File: config.mk
export PLATFORM = sky130hd
export DESIGN_NAME = conv2_coeff
export DESIGN_NICKNAME = d
export VERILOG_FILES = /design/src/rtl/conv2_pkg.sv /design/src/rtl/conv2_coeff.sv
export VERILOG_INCLUDE_DIRS = /design/src /design/src/rtl
export SDC_FILE = /design/constraint.sdc
export NUM_CORES = 2
export LEC_CHECK = 0
export BUFFER_PORTS_ARGS = -buffer_cell sky130_fd_sc_hd__buf_2
export CORE_AREA = 2 2 727 729
export CTS_BUF_LIST = sky130_fd_sc_hd__clkbuf_8
export DETAILED_ROUTE_END_ITERATION = 8
export DIE_AREA = 0 0 729 731
export PLACE_DENSITY = 0.35
export SYNTH_ARGS = -nofsm -noshare
export SYNTH_HDL_FRONTEND = slang
export SYNTH_SLANG_ARGS = --single-unit
File: constraint.sdc
create_clock -name clk -period 2.5 [get_ports clk]
set_input_delay 0.5 -clock clk [delete_from_list [all_inputs] [get_ports clk]]
set_output_delay 0.5 -clock clk [all_outputs]
set_load 0.03 [all_outputs]
File: src/rtl/conv2_settings.svh
// conv2 layer dimensions and widths, included by the package and every RTL file that needs them
`ifndef CONV2_SETTINGS_SVH
`define CONV2_SETTINGS_SVH

// feature map size
`define CONV2_IMG_W 12
`define CONV2_IMG_H 12

// filter window side, window is CONV2_WIN x CONV2_WIN
`define CONV2_WIN 5

// channel counts
`define CONV2_CH_IN  3
`define CONV2_CH_OUT 3

// data widths
`define CONV2_PIX_W  12   // signed pixel
`define CONV2_COEF_W 8    // signed weight and bias

// arithmetic right shift applied to the product sum
`define CONV2_SHIFT 7

// coefficient port address width
`define CONV2_COEF_AW 8

`endif

File: src/rtl/conv2_pkg.sv
// shared data types of the conv2 layer, imported by the window, coefficient, filter and top blocks
`include "conv2_settings.svh"

package conv2_pkg;

   //////////////////////////////////////////////////////////////
   // pixel data
   //////////////////////////////////////////////////////////////

   // one signed feature map value
   typedef logic signed [`CONV2_PIX_W-1:0] pix_t;

   // one map position across all input channels, index is the channel
   typedef pix_t [`CONV2_CH_IN-1:0] pix3_t;

   // full window, tap k is row k/5 and column k%5 from the top-left
   typedef pix3_t [`CONV2_WIN*`CONV2_WIN-1:0] window_t;

   //////////////////////////////////////////////////////////////
   // coefficients
   //////////////////////////////////////////////////////////////

   // signed weight or bias
   typedef logic signed [`CONV2_COEF_W-1:0] coef_t;

   // all weights of one filter, entry is channel*25 + tap
   typedef coef_t [`CONV2_CH_IN*`CONV2_WIN*`CONV2_WIN-1:0] filter_w_t;

   //////////////////////////////////////////////////////////////
   // arithmetic
   //////////////////////////////////////////////////////////////

   // product width plus growth for 75 terms, 27 bits
   typedef logic signed [`CONV2_PIX_W + `CONV2_COEF_W
                         + $clog2(`CONV2_CH_IN*`CONV2_WIN*`CONV2_WIN) - 1:0] acc_t;

endpackage

File: src/rtl/conv2_coeff.sv
// weight and bias register store of the three filters, loaded through the coefficient write port
`timescale 1ns/100ps
`include "conv2_settings.svh"

module conv2_coeff (
   input  logic                                        clk,
   input  logic                                        rst_n,
   input  logic                                        coef_we,
   input  logic [`CONV2_COEF_AW-1:0]                   coef_addr,
   input  conv2_pkg::coef_t                            coef_data,
   output conv2_pkg::filter_w_t [`CONV2_CH_OUT-1:0]    weights,
   output conv2_pkg::coef_t     [`CONV2_CH_OUT-1:0]    biases
);
   import conv2_pkg::*;

   localparam int N_W = `CONV2_CH_OUT * `CONV2_CH_IN * `CONV2_WIN * `CONV2_WIN;  // 225
   localparam int N_B = `CONV2_CH_OUT;

   coef_t [N_W-1:0]          w_reg;     // flat, address f*75 + ch*25 + tap
   coef_t [N_B-1:0]          b_reg;
   logic [`CONV2_COEF_AW-1:0] bias_sel;  // address relative to the bias block

   assign bias_sel = coef_addr - `CONV2_COEF_AW'(N_W);

   always_ff @(posedge clk) begin
      if (!rst_n) begin
         w_reg <= '0;
         b_reg <= '0;
      end else if (coef_we) begin
         if (coef_addr < `CONV2_COEF_AW'(N_W)) begin
            w_reg[coef_addr] <= coef_data;
         end else if (bias_sel < `CONV2_COEF_AW'(N_B)) begin
            b_reg[bias_sel[1:0]] <= coef_data;
         end
         // anything above the bias block is dropped
      end
   end

   // flat order matches filter-major packing of the weight banks
   assign weights = w_reg;
   assign biases  = b_reg;

endmodule

==> metrics.md <==
| Metric | Value |
|---|---|
| Vias in the first global route | 53.8k |
| Pin count of the biggest net entering global routing | 122 |
| Slew Limit Fails | 0 |
| Post-layout nets | 8,523 |
| Synth async-reset ratio | 0% |
| Least-Margin Pin Slew | 0.799 ns |
| Synth top area share | 54.4% |
| Period Utilization, post-route | 89.2% |
| Unique masters post-synth | 32 |
| Synth top area cells | dfxtp_1, mux2i_1, nand2_1, nor3_4, clkbuf_1 |
| DR pass1 iterations | 8 |
| Max VDD drop | 0.000366 V |
| Max-cap violations | 0 |
| Cell row count | 267 |
| Initial DRC count | 2,213 |
| Synthesis Warnings | 0 |
| Clock power frac | 48.6% |
| Synth Area in XOR/XNOR | 0% |
| Leak Pwr | 44.9 nW |
| Final setup violation count | 0 |
| Non-Filler Instances | 15.8k |
| Largest family of logic cells by synthesized area | multiplexers |
| Sequential share of the synthesized area | 54.4% |
| Achievable Freq | 0.448 GHz |
| Synth-to-Final Area Change | 45.0% |
| Slowest stage delay, CP | 0.40 ns |
| H-tree Lvls | 5 |
| Mux cell area share after synthesis | 27.2% |
| Synth cell count leaders | nand2_1, dfxtp_1, mux2i_1, clkbuf_1, nor3_4 |
| CTS tree | built |
| Crit path max-delay family | flip-flops |
| Prevailing post-synth register cell | dfxtp_1 |
| Sw Ratio | 26.5% |
| Startpoint types | register |
| Seq pwr share | 46.8% |
| RSZ-0062 raised after global routing | false |
| CP bufs+invs | 1 |
| Post-synthesis compound-gate area fraction | 0% |
| Avg Cell Area, Syn | 10.7 um2 |
| Status | completed |
| Synthesized flop and latch total | 1,824 |
| DR vias | 53.6k |
| Cell Pwr Density | 640 mW/mm2 |
| Die area | 0.533 mm2 |
| Ratio of cells with drive above 1 in the final layout | 35.2% |
| Pint | 0.0458 W |
| CTS Buf Count | 355 |
| Core outline area | 0.526 mm2 |
| Largest driver fanout on the critical path | 2 |
| CTS Sinks | 1,824 |
| Global-route wire length before repair | 458 mm |
| Starting Density | 12.8% |
| Routed Wire Length | 338 mm |
| Area leader, netlist | dfxtp_1 |
| Clock Path Buffers | 4 |
| Simple-gate share of the synthesized area | 15.4% |
| Dpl hpwl | 250 mm |
| CP Capture Type | primary output |
| Crit-path cells | buf_2 |
| Reg clk slew, reported paths | 0.06 ns |
| Global route total overflow | 0 |
| EDFF count, synth | 0 |
| Die width | 729 um |
| ANT nets after route | 0 |
| Global placement routability congestion | 0.744 |
| Drt wl/cell | 21.4 um |
| Tmin final | 2.23 ns |
| DRC | 0 |
| Post-synthesis instance total | 6,250 |
| Worst hold margin | 0.277 ns |
| PortBufs | 1,842 |
| P_sw | 0.0165 W |
| FILL cells | 58.6k |
| R2R Setup Slk | 1.39 ns |
| Worst EP arrival | 1.73 ns |
| Combinational Power Share | 4.6% |
| IO Count | 1,843 |
| Syn nets | 6,269 |
| Die Y | 731 um |
| Adder-cell share of the synthesized area | 0% |
| Cell area after synthesis | 0.0671 mm2 |
| Hold Crit Class | in2reg |
| Worst slew margin | 46.7% |
| Post-Place Cells | 15.1k |
| Most frequent cell after synthesis | nand2_1 |
| Worst path required time | 2.00 ns |
| Setup CP Type | reg2out |
| Skew final | 0 ns |
| Clock Latency Late Sink | 1.05 ns |
| Slowest-stage cell, CP | dfxtp_1 |
| Final Hold Vio Count | 0 |
| # Post-CTS Setup Buffers | 0 |
| Clock root buffer | clkbuf_8 |
| Vias per Instance | 3.40 |
| GR Util All Layers | 12.0% |
| Initial antenna violation count | 26 |
through the flow:
stage | util (%) | setup TNS (ns) | cell area, um2 | total power (W) | worst slack, ns
2_1_floorplan | - | 0 | 67100 | 0.0311 | 0.475
3_3_place_gp | 17.2 | -1.57 | 90200 | 0.0328 | -0.129
3_5_place_dp | 17.2 | -1.35 | 90200 | 0.0327 | -0.148
4_1_cts | 18.5 | 0 | 97300 | 0.0638 | 0.00807
5_1_grt | 18.5 | 0 | 97300 | 0.0650 | 0.0586
6_report | 18.5 | 0 | 97400 | 0.0623 | 0.270
kinds of logic after synthesis:
family / Yosys count
buffers and inverters: 496
flip-flops: 1824
multiplexers: 1824
AND/OR/NAND/NOR: 2106
timing repair:
action,4_1_cts,5_1_grt
gates resized for setup,7,0
endpoints found under the setup margin,6,0
endpoints found under the hold margin,543,0
hold buffers,12,0
power groups by stage:
stage	clock [W]	combinational [W]	sequential, W
after floorplan	0	0.00124	0.0298
after CTS	0.0317	0.00301	0.0291
after global routing	0.0328	0.00308	0.0291
after detailed placement	0	0.00299	0.0298
final	0.0303	0.00289	0.0291
after global placement	0	0.00301	0.0298
routing by layer:
layer / wire length (um) / vias to the layer above / track usage (%)
li1: - / 25500 / -
met1: 146000 / 26000 / 14.9
met2: 156000 / 1670 / 19.7
met3: 27200 / 445 / 4.01
met4: 8940 / 8 / 3.20
met5: 55 / - / 0
placed cells by master (no fill, tap or decap), types with 9 or more instances in the layout:
cell type,n
inv_1,137
mux2i_1,1824
diode_2,14
buf_12,234
nand3_2,54
nor3_4,140
buf_2,1831
dfxtp_1,1823
nand3_1,31
dlygate4sd3_1,12
nand2_4,9
nand2_1,1824
clkbuf_8,430
buf_4,316
clkinv_2,26
path summary, 6_finish.rpt:
kind | start | end | depth (start not counted)
setup reg to reg | weights[1455]$_SDFFE_PN0P_ | weights[1455]$_SDFFE_PN0P_ | 3
setup / recovery | weights[483]$_SDFFE_PN0P_ | weights[483] | 1
hold / removal | coef_we | biases[23]$_SDFFE_PN0P_ | 5
hold reg to reg | weights[104]$_SDFFE_PN0P_ | weights[104]$_SDFFE_PN0P_ | 2
cell type report:
| class | instances | area (um2) | area share (%) |
|---|---|---|---|
| sequential | 1824 | 36500 | 37.5 |
| multi-input combinational | 3930 | 28800 | 29.5 |
| timing repair buffer | 2393 | 16300 | 16.8 |
| tap | 6994 | 8750 | 8.99 |
| clock buffer | 430 | 5920 | 6.08 |
| clock inverter | 189 | 1030 | 1.06 |
| antenna | 14 | 35.0 | 0.0360 |
flip-flops by register name, indices dropped and copies added (netlist names):
name,cells
biases,24
weights,1800
Note: power is estimated with default switching activity, not from simulation.
